<file path="src/design/rv_macros.svh">
`ifndef RV_MACROS_SVH
`define RV_MACROS_SVH

// address of the first instruction fetch after reset.
`define RV_RESET_ADDR 32'h0000_0000

// width of the data path, the registers and the bus addresses.
`define RV_XLEN 32

// number of integer registers, x0 included.
`define RV_NREGS 32

`endif

</file>
<file path="src/design/rv_pkg.sv">
`include "rv_macros.svh"

package rv_pkg;

    // the immediate forms share the register encodings. Decode places the
    // immediate in the second operand for ADDI, ANDI, ORI and XORI.
    typedef enum logic [3:0] {
        OP_NOP,
        OP_LUI,
        OP_ADD,
        OP_SUB,
        OP_AND,
        OP_OR,
        OP_XOR,
        OP_SLT,
        OP_LW,
        OP_SW,
        OP_BEQ,
        OP_BNE,
        OP_JAL
    } op_e;

    typedef struct packed {
        op_e                 op;
        logic [4:0]          rd;
        logic [`RV_XLEN-1:0] rs1_val;
        logic [`RV_XLEN-1:0] rs2_val;
        logic [`RV_XLEN-1:0] imm;
        logic [`RV_XLEN-1:0] pc;
    } dec_t;

    typedef struct packed {
        logic                req;
        logic                we;
        logic [`RV_XLEN-1:0] addr;
        logic [`RV_XLEN-1:0] wdata;
        logic [3:0]          sel;
    } bus_req_t;

    typedef struct packed {
        logic                valid;
        logic [`RV_XLEN-1:0] pc;
    } retire_t;

    typedef struct packed {
        logic                en;
        logic [4:0]          rd;
        logic [`RV_XLEN-1:0] data;
    } wr_t;

endpackage

</file>
<file path="src/design/rv_core.sv">
`timescale 1ns/10ps

`include "rv_macros.svh"

module rv_core (
    input  logic                i_clk,
    input  logic                i_arst_n,
    output rv_pkg::bus_req_t    o_ibus,
    input  logic                i_ibus_ack,
    input  logic [`RV_XLEN-1:0] i_ibus_rdata,
    output rv_pkg::bus_req_t    o_dbus,
    input  logic                i_dbus_ack,
    input  logic [`RV_XLEN-1:0] i_dbus_rdata,
    output rv_pkg::retire_t     o_retire
);

    logic                f_valid;
    logic [`RV_XLEN-1:0] f_instr;
    logic [`RV_XLEN-1:0] f_pc;
    logic [4:0]          rs1;
    logic [4:0]          rs2;
    logic [`RV_XLEN-1:0] rs1_val;
    logic [`RV_XLEN-1:0] rs2_val;
    logic                d_valid;
    rv_pkg::dec_t        d_dec;
    rv_pkg::wr_t         wr;
    logic                redirect;
    logic [`RV_XLEN-1:0] redirect_pc;

    rv_fetch u_fetch (
        .i_clk         (i_clk),
        .i_arst_n      (i_arst_n),
        .i_retire      (o_retire),
        .i_redirect    (redirect),
        .i_redirect_pc (redirect_pc),
        .o_ibus        (o_ibus),
        .i_ibus_ack    (i_ibus_ack),
        .i_ibus_rdata  (i_ibus_rdata),
        .o_valid       (f_valid),
        .o_instr       (f_instr),
        .o_pc          (f_pc)
    );

    rv_decode u_decode (
        .i_clk     (i_clk),
        .i_arst_n  (i_arst_n),
        .i_valid   (f_valid),
        .i_instr   (f_instr),
        .i_pc      (f_pc),
        .o_rs1     (rs1),
        .o_rs2     (rs2),
        .i_rs1_val (rs1_val),
        .i_rs2_val (rs2_val),
        .o_valid   (d_valid),
        .o_dec     (d_dec)
    );

    rv_regfile u_regfile (
        .i_clk     (i_clk),
        .i_arst_n  (i_arst_n),
        .i_rs1     (rs1),
        .i_rs2     (rs2),
        .o_rs1_val (rs1_val),
        .o_rs2_val (rs2_val),
        .i_wr      (wr)
    );

    rv_execute u_execute (
        .i_clk         (i_clk),
        .i_arst_n      (i_arst_n),
        .i_valid       (d_valid),
        .i_dec         (d_dec),
        .o_dbus        (o_dbus),
        .i_dbus_ack    (i_dbus_ack),
        .i_dbus_rdata  (i_dbus_rdata),
        .o_wr          (wr),
        .o_retire      (o_retire),
        .o_redirect    (redirect),
        .o_redirect_pc (redirect_pc)
    );

    // decode cannot hand over a new instruction while execute retires one.
    a_strobes_apart: assert property (@(posedge i_clk) disable iff (!i_arst_n)
        !(d_valid && o_retire.valid))
        else $error("decode strobe in the same cycle as a retire");

endmodule

</file>
<file path="src/design/rv_decode.sv">
`timescale 1ns/10ps

`include "rv_macros.svh"

module rv_decode (
    input  logic                i_clk,
    input  logic                i_arst_n,
    input  logic                i_valid,
    input  logic [`RV_XLEN-1:0] i_instr,
    input  logic [`RV_XLEN-1:0] i_pc,
    output logic [4:0]          o_rs1,
    output logic [4:0]          o_rs2,
    input  logic [`RV_XLEN-1:0] i_rs1_val,
    input  logic [`RV_XLEN-1:0] i_rs2_val,
    output logic                o_valid,
    output rv_pkg::dec_t        o_dec
);

    localparam logic [6:0] OPC_LUI    = 7'b0110111;
    localparam logic [6:0] OPC_OP_IMM = 7'b0010011;
    localparam logic [6:0] OPC_OP     = 7'b0110011;
    localparam logic [6:0] OPC_LOAD   = 7'b0000011;
    localparam logic [6:0] OPC_STORE  = 7'b0100011;
    localparam logic [6:0] OPC_BRANCH = 7'b1100011;
    localparam logic [6:0] OPC_JAL    = 7'b1101111;

    logic [6:0]          opcode;
    logic [2:0]          funct3;
    logic [6:0]          funct7;
    logic [`RV_XLEN-1:0] imm_i;
    logic [`RV_XLEN-1:0] imm_s;
    logic [`RV_XLEN-1:0] imm_b;
    logic [`RV_XLEN-1:0] imm_u;
    logic [`RV_XLEN-1:0] imm_j;
    logic [`RV_XLEN-1:0] imm;
    logic [`RV_XLEN-1:0] b_val;
    rv_pkg::op_e         op;

    assign opcode = i_instr[6:0];
    assign funct3 = i_instr[14:12];
    assign funct7 = i_instr[31:25];
    assign o_rs1  = i_instr[19:15];
    assign o_rs2  = i_instr[24:20];

    assign imm_i = {{20{i_instr[31]}}, i_instr[31:20]};
    assign imm_s = {{20{i_instr[31]}}, i_instr[31:25], i_instr[11:7]};
    assign imm_b = {{19{i_instr[31]}}, i_instr[31], i_instr[7], i_instr[30:25],
                    i_instr[11:8], 1'b0};
    assign imm_u = {i_instr[31:12], 12'b0};
    assign imm_j = {{11{i_instr[31]}}, i_instr[31], i_instr[19:12], i_instr[20],
                    i_instr[30:21], 1'b0};

    always_comb begin
        op    = rv_pkg::OP_NOP;
        imm   = imm_i;
        b_val = i_rs2_val;
        case (opcode)
            OPC_LUI: begin
                op  = rv_pkg::OP_LUI;
                imm = imm_u;
            end
            OPC_OP_IMM: begin
                // the immediate replaces rs2 so execute sees a register op.
                b_val = imm_i;
                case (funct3)
                    3'b000:  op = rv_pkg::OP_ADD;
                    3'b100:  op = rv_pkg::OP_XOR;
                    3'b110:  op = rv_pkg::OP_OR;
                    3'b111:  op = rv_pkg::OP_AND;
                    default: op = rv_pkg::OP_NOP;
                endcase
            end
            OPC_OP: begin
                if (funct7 == 7'b0000000) begin
                    case (funct3)
                        3'b000:  op = rv_pkg::OP_ADD;
                        3'b010:  op = rv_pkg::OP_SLT;
                        3'b100:  op = rv_pkg::OP_XOR;
                        3'b110:  op = rv_pkg::OP_OR;
                        3'b111:  op = rv_pkg::OP_AND;
                        default: op = rv_pkg::OP_NOP;
                    endcase
                end else if (funct7 == 7'b0100000 && funct3 == 3'b000) begin
                    op = rv_pkg::OP_SUB;
                end
            end
            OPC_LOAD: begin
                if (funct3 == 3'b010) begin
                    op = rv_pkg::OP_LW;
                end
            end
            OPC_STORE: begin
                imm = imm_s;
                if (funct3 == 3'b010) begin
                    op = rv_pkg::OP_SW;
                end
            end
            OPC_BRANCH: begin
                imm = imm_b;
                if (funct3 == 3'b000) begin
                    op = rv_pkg::OP_BEQ;
                end else if (funct3 == 3'b001) begin
                    op = rv_pkg::OP_BNE;
                end
            end
            OPC_JAL: begin
                op  = rv_pkg::OP_JAL;
                imm = imm_j;
            end
            default: op = rv_pkg::OP_NOP;
        endcase
    end

    always_ff @(posedge i_clk or negedge i_arst_n) begin
        if (!i_arst_n) begin
            o_valid <= 1'b0;
        end else begin
            o_valid <= i_valid;
        end
    end

    always_ff @(posedge i_clk) begin
        if (i_valid) begin
            o_dec <= '{op: op, rd: i_instr[11:7], rs1_val: i_rs1_val, rs2_val: b_val,
                       imm: imm, pc: i_pc};
        end
    end

endmodule

</file>
<file path="src/design/rv_execute.sv">
`timescale 1ns/10ps

`include "rv_macros.svh"

module rv_execute (
    input  logic                i_clk,
    input  logic                i_arst_n,
    input  logic                i_valid,
    input  rv_pkg::dec_t        i_dec,
    output rv_pkg::bus_req_t    o_dbus,
    input  logic                i_dbus_ack,
    input  logic [`RV_XLEN-1:0] i_dbus_rdata,
    output rv_pkg::wr_t         o_wr,
    output rv_pkg::retire_t     o_retire,
    output logic                o_redirect,
    output logic [`RV_XLEN-1:0] o_redirect_pc
);

    logic                is_mem;
    logic                taken;
    logic                alu_we;
    logic [`RV_XLEN-1:0] alu_res;
    logic                mem_done;
    logic                dbus_req;
    logic                dbus_we;
    logic [`RV_XLEN-1:0] dbus_addr;
    logic [`RV_XLEN-1:0] dbus_wdata;
    logic                wr_en;
    logic [4:0]          wr_rd;
    logic [`RV_XLEN-1:0] wr_data;
    logic                retire_valid;
    logic [`RV_XLEN-1:0] retire_pc;

    assign is_mem   = (i_dec.op == rv_pkg::OP_LW) || (i_dec.op == rv_pkg::OP_SW);
    assign mem_done = dbus_req & i_dbus_ack;

    always_comb begin
        alu_res = '0;
        alu_we  = 1'b1;
        taken   = 1'b0;
        case (i_dec.op)
            rv_pkg::OP_LUI: alu_res = i_dec.imm;
            rv_pkg::OP_ADD: alu_res = i_dec.rs1_val + i_dec.rs2_val;
            rv_pkg::OP_SUB: alu_res = i_dec.rs1_val - i_dec.rs2_val;
            rv_pkg::OP_AND: alu_res = i_dec.rs1_val & i_dec.rs2_val;
            rv_pkg::OP_OR:  alu_res = i_dec.rs1_val | i_dec.rs2_val;
            rv_pkg::OP_XOR: alu_res = i_dec.rs1_val ^ i_dec.rs2_val;
            rv_pkg::OP_SLT: alu_res = {31'b0, $signed(i_dec.rs1_val) < $signed(i_dec.rs2_val)};
            rv_pkg::OP_JAL: begin
                alu_res = i_dec.pc + `RV_XLEN'd4;
                taken   = 1'b1;
            end
            rv_pkg::OP_BEQ: begin
                alu_we = 1'b0;
                taken  = (i_dec.rs1_val == i_dec.rs2_val);
            end
            rv_pkg::OP_BNE: begin
                alu_we = 1'b0;
                taken  = (i_dec.rs1_val != i_dec.rs2_val);
            end
            default: alu_we = 1'b0;
        endcase
    end

    always_ff @(posedge i_clk or negedge i_arst_n) begin
        if (!i_arst_n) begin
            dbus_req     <= 1'b0;
            wr_en        <= 1'b0;
            retire_valid <= 1'b0;
            o_redirect   <= 1'b0;
        end else begin
            wr_en        <= 1'b0;
            retire_valid <= 1'b0;
            o_redirect   <= 1'b0;
            if (mem_done) begin
                dbus_req     <= 1'b0;
                retire_valid <= 1'b1;
                wr_en        <= !dbus_we;
            end else if (i_valid && is_mem) begin
                dbus_req <= 1'b1;
            end else if (i_valid) begin
                retire_valid <= 1'b1;
                wr_en        <= alu_we;
                o_redirect   <= taken;
            end
        end
    end

    // rd and pc are captured at the strobe and held through the bus wait.
    always_ff @(posedge i_clk) begin
        if (i_valid) begin
            dbus_we       <= (i_dec.op == rv_pkg::OP_SW);
            dbus_addr     <= i_dec.rs1_val + i_dec.imm;
            dbus_wdata    <= i_dec.rs2_val;
            wr_rd         <= i_dec.rd;
            wr_data       <= alu_res;
            retire_pc     <= i_dec.pc;
            o_redirect_pc <= i_dec.pc + i_dec.imm;
        end else if (mem_done) begin
            wr_data <= i_dbus_rdata;
        end
    end

    assign o_dbus   = '{req: dbus_req, we: dbus_we, addr: dbus_addr, wdata: dbus_wdata,
                        sel: 4'hF};
    assign o_wr     = '{en: wr_en, rd: wr_rd, data: wr_data};
    assign o_retire = '{valid: retire_valid, pc: retire_pc};

    a_no_req_on_alu_retire: assert property (@(posedge i_clk) disable iff (!i_arst_n)
        o_dbus.req |-> !o_retire.valid)
        else $error("instruction retired while a data request was pending");

    // a full-word select needs a word-aligned address.
    a_word_sel: assert property (@(posedge i_clk) disable iff (!i_arst_n)
        o_dbus.req |-> o_dbus.addr[1:0] == 2'b00)
        else $error("data request to an address that is not word aligned");

endmodule

</file>
<file path="src/design/rv_fetch.sv">
`timescale 1ns/10ps

`include "rv_macros.svh"

module rv_fetch (
    input  logic                i_clk,
    input  logic                i_arst_n,
    input  rv_pkg::retire_t     i_retire,
    input  logic                i_redirect,
    input  logic [`RV_XLEN-1:0] i_redirect_pc,
    output rv_pkg::bus_req_t    o_ibus,
    input  logic                i_ibus_ack,
    input  logic [`RV_XLEN-1:0] i_ibus_rdata,
    output logic                o_valid,
    output logic [`RV_XLEN-1:0] o_instr,
    output logic [`RV_XLEN-1:0] o_pc
);

    logic                boot;
    logic                ibus_req;
    logic                fetch_done;
    logic [`RV_XLEN-1:0] pc;

    assign fetch_done = ibus_req & i_ibus_ack;

    always_ff @(posedge i_clk or negedge i_arst_n) begin
        if (!i_arst_n) begin
            boot     <= 1'b1;
            ibus_req <= 1'b0;
            o_valid  <= 1'b0;
            pc       <= `RV_RESET_ADDR;
        end else begin
            boot    <= 1'b0;
            o_valid <= fetch_done;
            if (boot) begin
                ibus_req <= 1'b1;
            end else if (fetch_done) begin
                ibus_req <= 1'b0;
            end else if (i_retire.valid) begin
                // the next fetch starts only once the current instruction is gone.
                ibus_req <= 1'b1;
                pc       <= i_redirect ? i_redirect_pc : pc + `RV_XLEN'd4;
            end
        end
    end

    always_ff @(posedge i_clk) begin
        if (fetch_done) begin
            o_instr <= i_ibus_rdata;
        end
    end

    // pc stays put until retire, so it still names the word sent to decode.
    assign o_pc   = pc;
    assign o_ibus = '{req: ibus_req, we: 1'b0, addr: pc, wdata: '0, sel: 4'hF};

    // a retire that meets a pending fetch would mean two instructions in flight.
    a_single_in_flight: assert property (@(posedge i_clk) disable iff (!i_arst_n)
        ibus_req |-> !i_retire.valid)
        else $error("instruction retired while the next fetch was already pending");

endmodule

</file>
<file path="src/design/rv_regfile.sv">
`timescale 1ns/10ps

`include "rv_macros.svh"

module rv_regfile (
    input  logic                i_clk,
    input  logic                i_arst_n,
    input  logic [4:0]          i_rs1,
    input  logic [4:0]          i_rs2,
    output logic [`RV_XLEN-1:0] o_rs1_val,
    output logic [`RV_XLEN-1:0] o_rs2_val,
    input  rv_pkg::wr_t         i_wr
);

    // x0 has no storage and always reads as zero.
    logic [`RV_XLEN-1:0] regs [1:`RV_NREGS-1];

    always_ff @(posedge i_clk or negedge i_arst_n) begin
        if (!i_arst_n) begin
            for (int i = 1; i < `RV_NREGS; i++) begin
                regs[i] <= '0;
            end
        end else if (i_wr.en && i_wr.rd != 5'd0) begin
            regs[i_wr.rd] <= i_wr.data;
        end
    end

    assign o_rs1_val = (i_rs1 == 5'd0) ? '0 : regs[i_rs1];
    assign o_rs2_val = (i_rs2 == 5'd0) ? '0 : regs[i_rs2];

endmodule

</file>
<file path="src/design/rv_top_wb.sv">
`timescale 1ns/10ps

`include "rv_macros.svh"

module rv_top_wb (
    input  logic                i_clk,
    input  logic                i_arst_n,
    output logic [`RV_XLEN-1:0] o_wb_adr,
    output logic [`RV_XLEN-1:0] o_wb_dat,
    input  logic [`RV_XLEN-1:0] i_wb_dat,
    output logic                o_wb_we,
    output logic [3:0]          o_wb_sel,
    output logic                o_wb_stb,
    input  logic                i_wb_ack,
    output logic                o_wb_cyc,
    output rv_pkg::retire_t     o_retire
);

    rv_pkg::bus_req_t ibus;
    rv_pkg::bus_req_t dbus;
    logic             instr_ack;
    logic             data_ack;

    rv_core u_core (
        .i_clk        (i_clk),
        .i_arst_n     (i_arst_n),
        .o_ibus       (ibus),
        .i_ibus_ack   (instr_ack),
        .i_ibus_rdata (i_wb_dat),
        .o_dbus       (dbus),
        .i_dbus_ack   (data_ack),
        .i_dbus_rdata (i_wb_dat),
        .o_retire     (o_retire)
    );

    // a pending data request owns the bus.
    assign data_ack  = i_wb_ack & dbus.req;
    assign instr_ack = i_wb_ack & !dbus.req & ibus.req;

    assign o_wb_adr = dbus.req ? dbus.addr : ibus.addr;
    assign o_wb_dat = dbus.wdata;
    assign o_wb_we  = dbus.req & dbus.we;
    assign o_wb_sel = dbus.req ? dbus.sel : ibus.sel;
    assign o_wb_stb = dbus.req | ibus.req;
    assign o_wb_cyc = dbus.req | ibus.req;

    // every acknowledge from the slave must land on exactly one port.
    a_single_ack: assert property (@(posedge i_clk) disable iff (!i_arst_n)
        i_wb_ack |-> instr_ack ^ data_ack)
        else $error("bus acknowledge not steered to exactly one port");

endmodule

</file>
<file path="config.mk">
export PLATFORM = sky130hd
export DESIGN_NAME = rv_top_wb
export DESIGN_NICKNAME = d
export VERILOG_FILES = /design/src/design/rv_pkg.sv /design/src/design/rv_core.sv /design/src/design/rv_decode.sv /design/src/design/rv_execute.sv /design/src/design/rv_fetch.sv /design/src/design/rv_regfile.sv /design/src/design/rv_top_wb.sv
export VERILOG_INCLUDE_DIRS = /design/src /design/src/design
export SDC_FILE = /design/constraint.sdc
export NUM_CORES = 2
export LEC_CHECK = 0
export BUFFER_PORTS_ARGS = -buffer_cell sky130_fd_sc_hd__buf_2
export CORE_ASPECT_RATIO = 0.7
export CORE_MARGIN = 1
export CORE_UTILIZATION = 25
export CTS_CLUSTER_DIAMETER = 150
export DETAILED_ROUTE_END_ITERATION = 12
export PLACE_DENSITY_LB_ADDON = 0.3
export RECOVER_POWER = 100
export SLEW_MARGIN = 5
export SYNTH_ARGS = -nofsm -noshare
export SYNTH_HDL_FRONTEND = slang
export SYNTH_SLANG_ARGS = --single-unit
</file>
<file path="constraint.sdc">
create_clock -name i_clk -period 12.8 [get_ports i_clk]
set_input_delay 2.56 -clock i_clk [delete_from_list [all_inputs] [get_ports i_clk]]
set_output_delay 2.56 -clock i_clk [all_outputs]
set_load 0.01 [all_outputs]
</file>
; ---- Word level (Yosys, flattened, before mapping)
; Cells that the tools add are included.
[op_classes]
order_cmp = 5
mux = 42
bitwise = 15
n_addsub = 6
n_reduce_logical = 17
n_eq_ne = 27
[ops]
columns = op, count
row1 = 992-bit bitwise mux, 1
row2 = 32-bit 2-to-1 mux, 11
row3 = 32-bit binary-select mux with 5-bit select, 2
row4 = 32-bit case mux with 8 select lines, 1
row5 = 32-bit demux with 5-bit select, 1
row6 = 31-bit case mux with 4 select lines, 1
row7 = 32-bit adder, 3
row8 = "32-bit by 3-bit adder with 32-bit output, second input constant", 2
row9 = 32-bit AND, 1
row10 = 32-bit == test, 1
row11 = 32-bit < comparator, 1
row12 = 32-bit inequality test, 1
row13 = 32-bit bitwise OR, 1
row14 = 32-bit subtractor, 1
row15 = 32-bit bitwise XOR, 1
row16 = "7-bit by 6-bit == test with 1-bit output, second input constant", 4
row17 = 4-bit case mux with 7 select lines, 1
row18 = "4-bit == test, second input constant", 5
row19 = 4-bit 2-to-1 mux, 5
row20 = "6-bit greater-or-equal comparator, second input constant", 3
row21 = 5-bit NOT with 6-bit output, 3
row22 = "4-bit by 3-bit == test with 1-bit output, second input constant", 4
row23 = 1-bit 2-to-1 mux, 15
row24 = 3-bit case mux with 5 select lines, 1
row25 = 26 further kinds, 42
[totals]
reg_bits = 1367

; ---- Logic depth before layout (Yosys ltp)
[logic_depth]
depth_word = 6
ltp_mapped = 12
mapped_depth_nobuf = 12

; ---- Hierarchy
; From an unflattened synthesis, not the netlist that was laid out.
[unflattened]
hier_cells = 5931
area_unflattened_um2 = 77028.9
[by_module_without_submodules]
columns = mod, seq_area_each_um2, area_per_inst_um2, n_inst, cells_each
row1 = rv_regfile, 24823.8, 52980.8, 1, 3656
row2 = rv_execute, 5084.9, 14615.3, 1, 1581
row3 = rv_decode, 4139.0, 5213.8, 1, 277
row4 = rv_fetch, 1838.0, 3733.6, 1, 372
row5 = rv_top_wb, 0.0, 485.5, 1, 45

; ---- Least setup slack after synthesis
; No wires, ideal clock.
[synth_path]
path_type = in2reg
startpoint = input i_wb_ack
endpoint = register u_core.u_fetch.pc[29], in the netlist u_core.u_fetch.o_pc[29]
required_ns = 12.663
path_buffers = 1
setup_ns = 0.137
cell_stages = 6
setup_slack_ns = 7.800
t_arrival_ns = 4.863
cell_sequence = nand2_1 nor2_1 or3b_2 clkbuf_1 nor2_1 a2bb2oi_1
[synth_via]
elab_chain_len = 5
[synth_lines]
columns = item, line_no
row1 = "start, declared", rv_top_wb.sv:14  ; input logic i_wb_ack,
row2 = 1-bit AND (2 in a row), rv_top_wb.sv:38  ; assign instr_ack = i_wb_ack & !dbus.req & ibus.req;
row3 = 1-bit AND, rv_fetch.sv:24  ; assign fetch_done = ibus_req & i_ibus_ack;
row4 = via u_core.u_fetch.fetch_done, rv_fetch.sv:21  ; logic fetch_done;
row5 = 1-bit NOT (no line), n/a
row6 = 3-bit AND reduction (no line), n/a
row7 = "end signal, assigned", rv_fetch.sv:31  ; pc <= `RV_RESET_ADDR;
row8 = "end signal, assigned", rv_fetch.sv:42  ; pc <= i_redirect ? i_redirect_pc : pc + `RV_XLEN'd4;
row9 = "end, declared", rv_fetch.sv:22  ; logic [`RV_XLEN-1:0] pc;
; The timed path passes the listed nets, and every way through them passes these cells.
; A chain may end at the register's enable or synchronous reset.

; ---- Final worst setup path
[layout_path]
startpoint = register u_core.u_fetch.o_valid
endpoint = register u_core.u_decode.o_dec[86] in the netlist's numbering (enable)
[layout_lines]
columns = item, line_no
row1 = "start, declared", rv_fetch.sv:14  ; output logic o_valid,
row2 = "start signal, assigned", rv_fetch.sv:34  ; o_valid <= fetch_done;
row3 = "end signal, assigned", rv_decode.sv:124  ; o_dec <= '{op: op, rd: i_instr[11:7], rs1_val: i_rs1_val, rs2_val: b_val,
row4 = "end, declared", rv_decode.sv:16  ; output rv_pkg::dec_t o_dec
; No word-level cell between the ends.

==> key figures <==
Status
  • Status: complete, but fails checks
  • Violated checks: max-capacitance violations, max-slew violations

Finish
  • Final nets: 5,499
  • Layout cells sized above 1: 0.372
  • Post-route design area: 0.0851 sq mm
  • Filler cells: 30.3k
  • Area grow syn2layout: 12.0%

Clocking
  • Root buf cell: clkbuf_16
  • H-tree Lvls: 4
  • Post-CTS sizing: 0
  • Postcts setup bufs: 0
  • Clk buf depth: 4
  • Num CTS Buffers: 145
  • Clk Latency, worst-skew pair: 0.83 ns
  • CTS tree: built
  • Clk pin slew, worst setup/hold paths: 0.07 ns
  • CTS Hold Bufs: 0
  • CTS sink count: 1,367

STA
  • TNS Setup: 0 ns
  • Final setup viols: 0
  • Slew Limit Fails: 1,862
  • RSZ-0062 raised after global routing: false
  • Fin crit share: 0.660
  • Worst-Margin Slew: 6.05 ns
  • Max-slew headroom: -3.04
  • Skew final: 0.0673 ns
  • Fin. Hold Viols: 0
  • Fin crit period: 8.45 ns
  • FMAX: 118 MHz

Floorplanning
  • Io pins: 139
  • Starting Density: 0.252
  • Die width: 661 um
  • Core ar.: 0.301 sq mm
  • Area of the die: 0.306 sq mm
  • Cell Rows: 168
  • Die height: 463 um

Placed design
  • DPL Wire Length: 168,000 um
  • Placed Instance Area: 0.0807 sq mm
  • Port bufs: 134
  • Gpl congestion: 0.902

Global routing
  • Tot GR Track Use: 0.172
  • Total gr overflow: 0
  • Initial antenna violation count: 35
  • Largest net degree at the start of global routing: 171
  • Vias in the first global route: 49.5k
  • First-pass GRT wire length: 385,000 um

Synthesis
  • Top cells by area, synth: dfrtp_1 (34%), mux4_2 (17%), mux2_2 (17%), edfxtp_1 (13%), ha_1 (2.9%)
  • Most common cell in the netlist: mux2_2
  • Netlist Area Pre-Place: 0.0760 sq mm
  • Sequential area share after synthesis: 0.472
  • Synthesized netlist cell count: 5,389
  • Synth Warn #: 0
  • Syn Area/Cell: 14.1 sq um
  • FFs w/ async S/R, synth: 0.755
  • Distinct cell type count after synthesis: 107
  • Area leader, netlist: dfrtp_1
  • Yosys top cell area share: 0.340
  • Top post-synthesis cells by count: mux2_2 (1,113), dfrtp_1 (1,031), mux4_2 (576), edfxtp_1 (335), clkbuf_1 (314)
  • Post-synth EDFFs: 335
  • Synthesized flop and latch total: 1,367
  • Top_reg_cell synth: dfrtp_1

Setup path
  • Reg2Reg Launch Point: u_core.u_fetch.o_valid
  • Buf+Inv Stages, Crit Path: 2
  • Setup CP Type: reg2reg
  • Critical Path Source: u_core.u_fetch.o_valid
  • Critical Path End Type: flop
  • CP most frequent cell: clkbuf_1
  • Largest delay contributor family on the critical path: buffers and inverters
  • Worst-path maximum fanout: 56
  • Max stage delay on crit path: 3.75 ns
  • Slowest cell on crit path: clkbuf_1
  • Crit-path cells: clkbuf_1 > clkbuf_1
  • WP data required: 13.07 ns
  • Startpoint Class: flop
  • WP data arrival: 8.72 ns

Worst hold path
  • Min-delay src: u_core.u_decode.o_dec[129]
  • Min-delay worst type: reg2reg

Drt
  • Via count: 49.9k
  • WL met3: 23,400 um
  • First DRT Iteration DRCs: 5,346
  • Post-DRT Antenna Nets: 0
  • Top layer in use: met5
  • Met2 wire length: 111,000 um
  • Drt drc: 0
  • Metal1 wirelength: 129,000 um
  • Vias/cell: 5.32
  • TritonRoute pass-1 iters: 6
  • Drt total wl: 270,000 um
  • Wire per inst: 28.7 um

Pwr
  • IR drop worst, VDD: 112 uV
  • PD cells: 161 mW/mm^2
  • Static leakage: 35.3 nW

Job
  • Max-cap violations: 60
[flip-flops by register name, indices dropped and copies added, names as in the netlist, 5 cells and up]
name and flops:
u_core.u_regfile.regs 992, u_core.u_decode.o_dec 137, u_core.u_execute.dbus_addr 32, u_core.u_execute.dbus_wdata 32, u_core.u_execute.o_redirect_pc 32, u_core.u_execute.retire_pc 32, u_core.u_execute.wr_data 32, u_core.u_fetch.o_instr 32
u_core.u_fetch.o_pc 32, u_core.u_execute.wr_rd 5
[cells in the final DEF (no fill, tap or decap), types with 39 or more instances in the layout]
cell type	Yosys	routed
a21o_1	69	69
a21oi_1	186	189
a22o_1	67	67
clkbuf_1	314	207
clkbuf_16	0	153
dfrtp_1	1031	1031
edfxtp_1	335	335
ha_1	178	178
inv_1	126	126
mux2_1	5	39
mux2_2	1113	1079
mux4_2	576	576
nand2_1	153	147
nand3_1	58	58
nor2_1	176	169
nor3_1	46	45
o21ai_0	157	162
xnor2_1	68	68
[stage by stage]
stage / hold WS, ns / setup slack [ns] / utilization / std cells / power, mW
after global routing: 0.435 / 3.96 / 0.283 / 9385 / 14.3
after CTS: 0.421 / 7.76 / 0.285 / 9379 / 13.7
after floorplan: 0.400 / 7.80 / - / 5392 / 8.06
after global placement: 0.407 / 7.83 / 0.268 / 9125 / 9.12
final: 0.423 / 4.35 / 0.283 / 9392 / 13.7
after detailed placement: 0.405 / 7.77 / 0.268 / 9126 / 9.20
[per-layer routing]
layer  track usage  vias to the layer above
met2         0.240                     1977
met5             0                        -
li1              -                    20500
met1         0.266                    27100
met3        0.0425                      363
met4        0.0370                        2
[final timing paths]
kind	to	slack, ns	cells after the start
max in group asynchronous	u_core.u_fetch.o_pc[27]	5.22	3
min in group asynchronous	u_core.u_regfile.regs[275]	4.03	1
setup reg to reg	u_core.u_decode.o_dec[86]	4.35	2
setup / recovery	u_core.u_decode.o_dec[86]	4.35	2
hold / removal	u_core.u_execute.wr_rd[1]	0.42	0
hold reg to reg	u_core.u_execute.wr_rd[1]	0.42	0
[cell families after synthesis]
family,count (synthesis),synth area share
AO/OA/AOI/OAI,764,0.0697
flip-flops,1367,0.472
XOR/XNOR,105,0.0121
multiplexers,1731,0.341
adder cells (fa/ha/maj),183,0.0305
other,2,0.0000989
buffers and inverters,626,0.0347
AND/OR/NAND/NOR,611,0.0390
[report_power, final]
group,internal (mW),switching (mW),leakage (nW)
registers,5.29,0.772,17.1
clock network,2.62,1.86,2.42
logic,1.56,1.55,15.7
[layout make-up]
class	count	area [sq um]	area share
antenna	9	22.5	0.000265
multi-input combinational	3399	37400	0.440
sequential	1367	35900	0.422
inverter	127	477	0.00560
tap	3995	5000	0.0588
clock inverter	34	495	0.00582
timing repair buffer	242	1350	0.0159
clock buffer	219	4410	0.0518
Power figures use the tool's default switching activity.
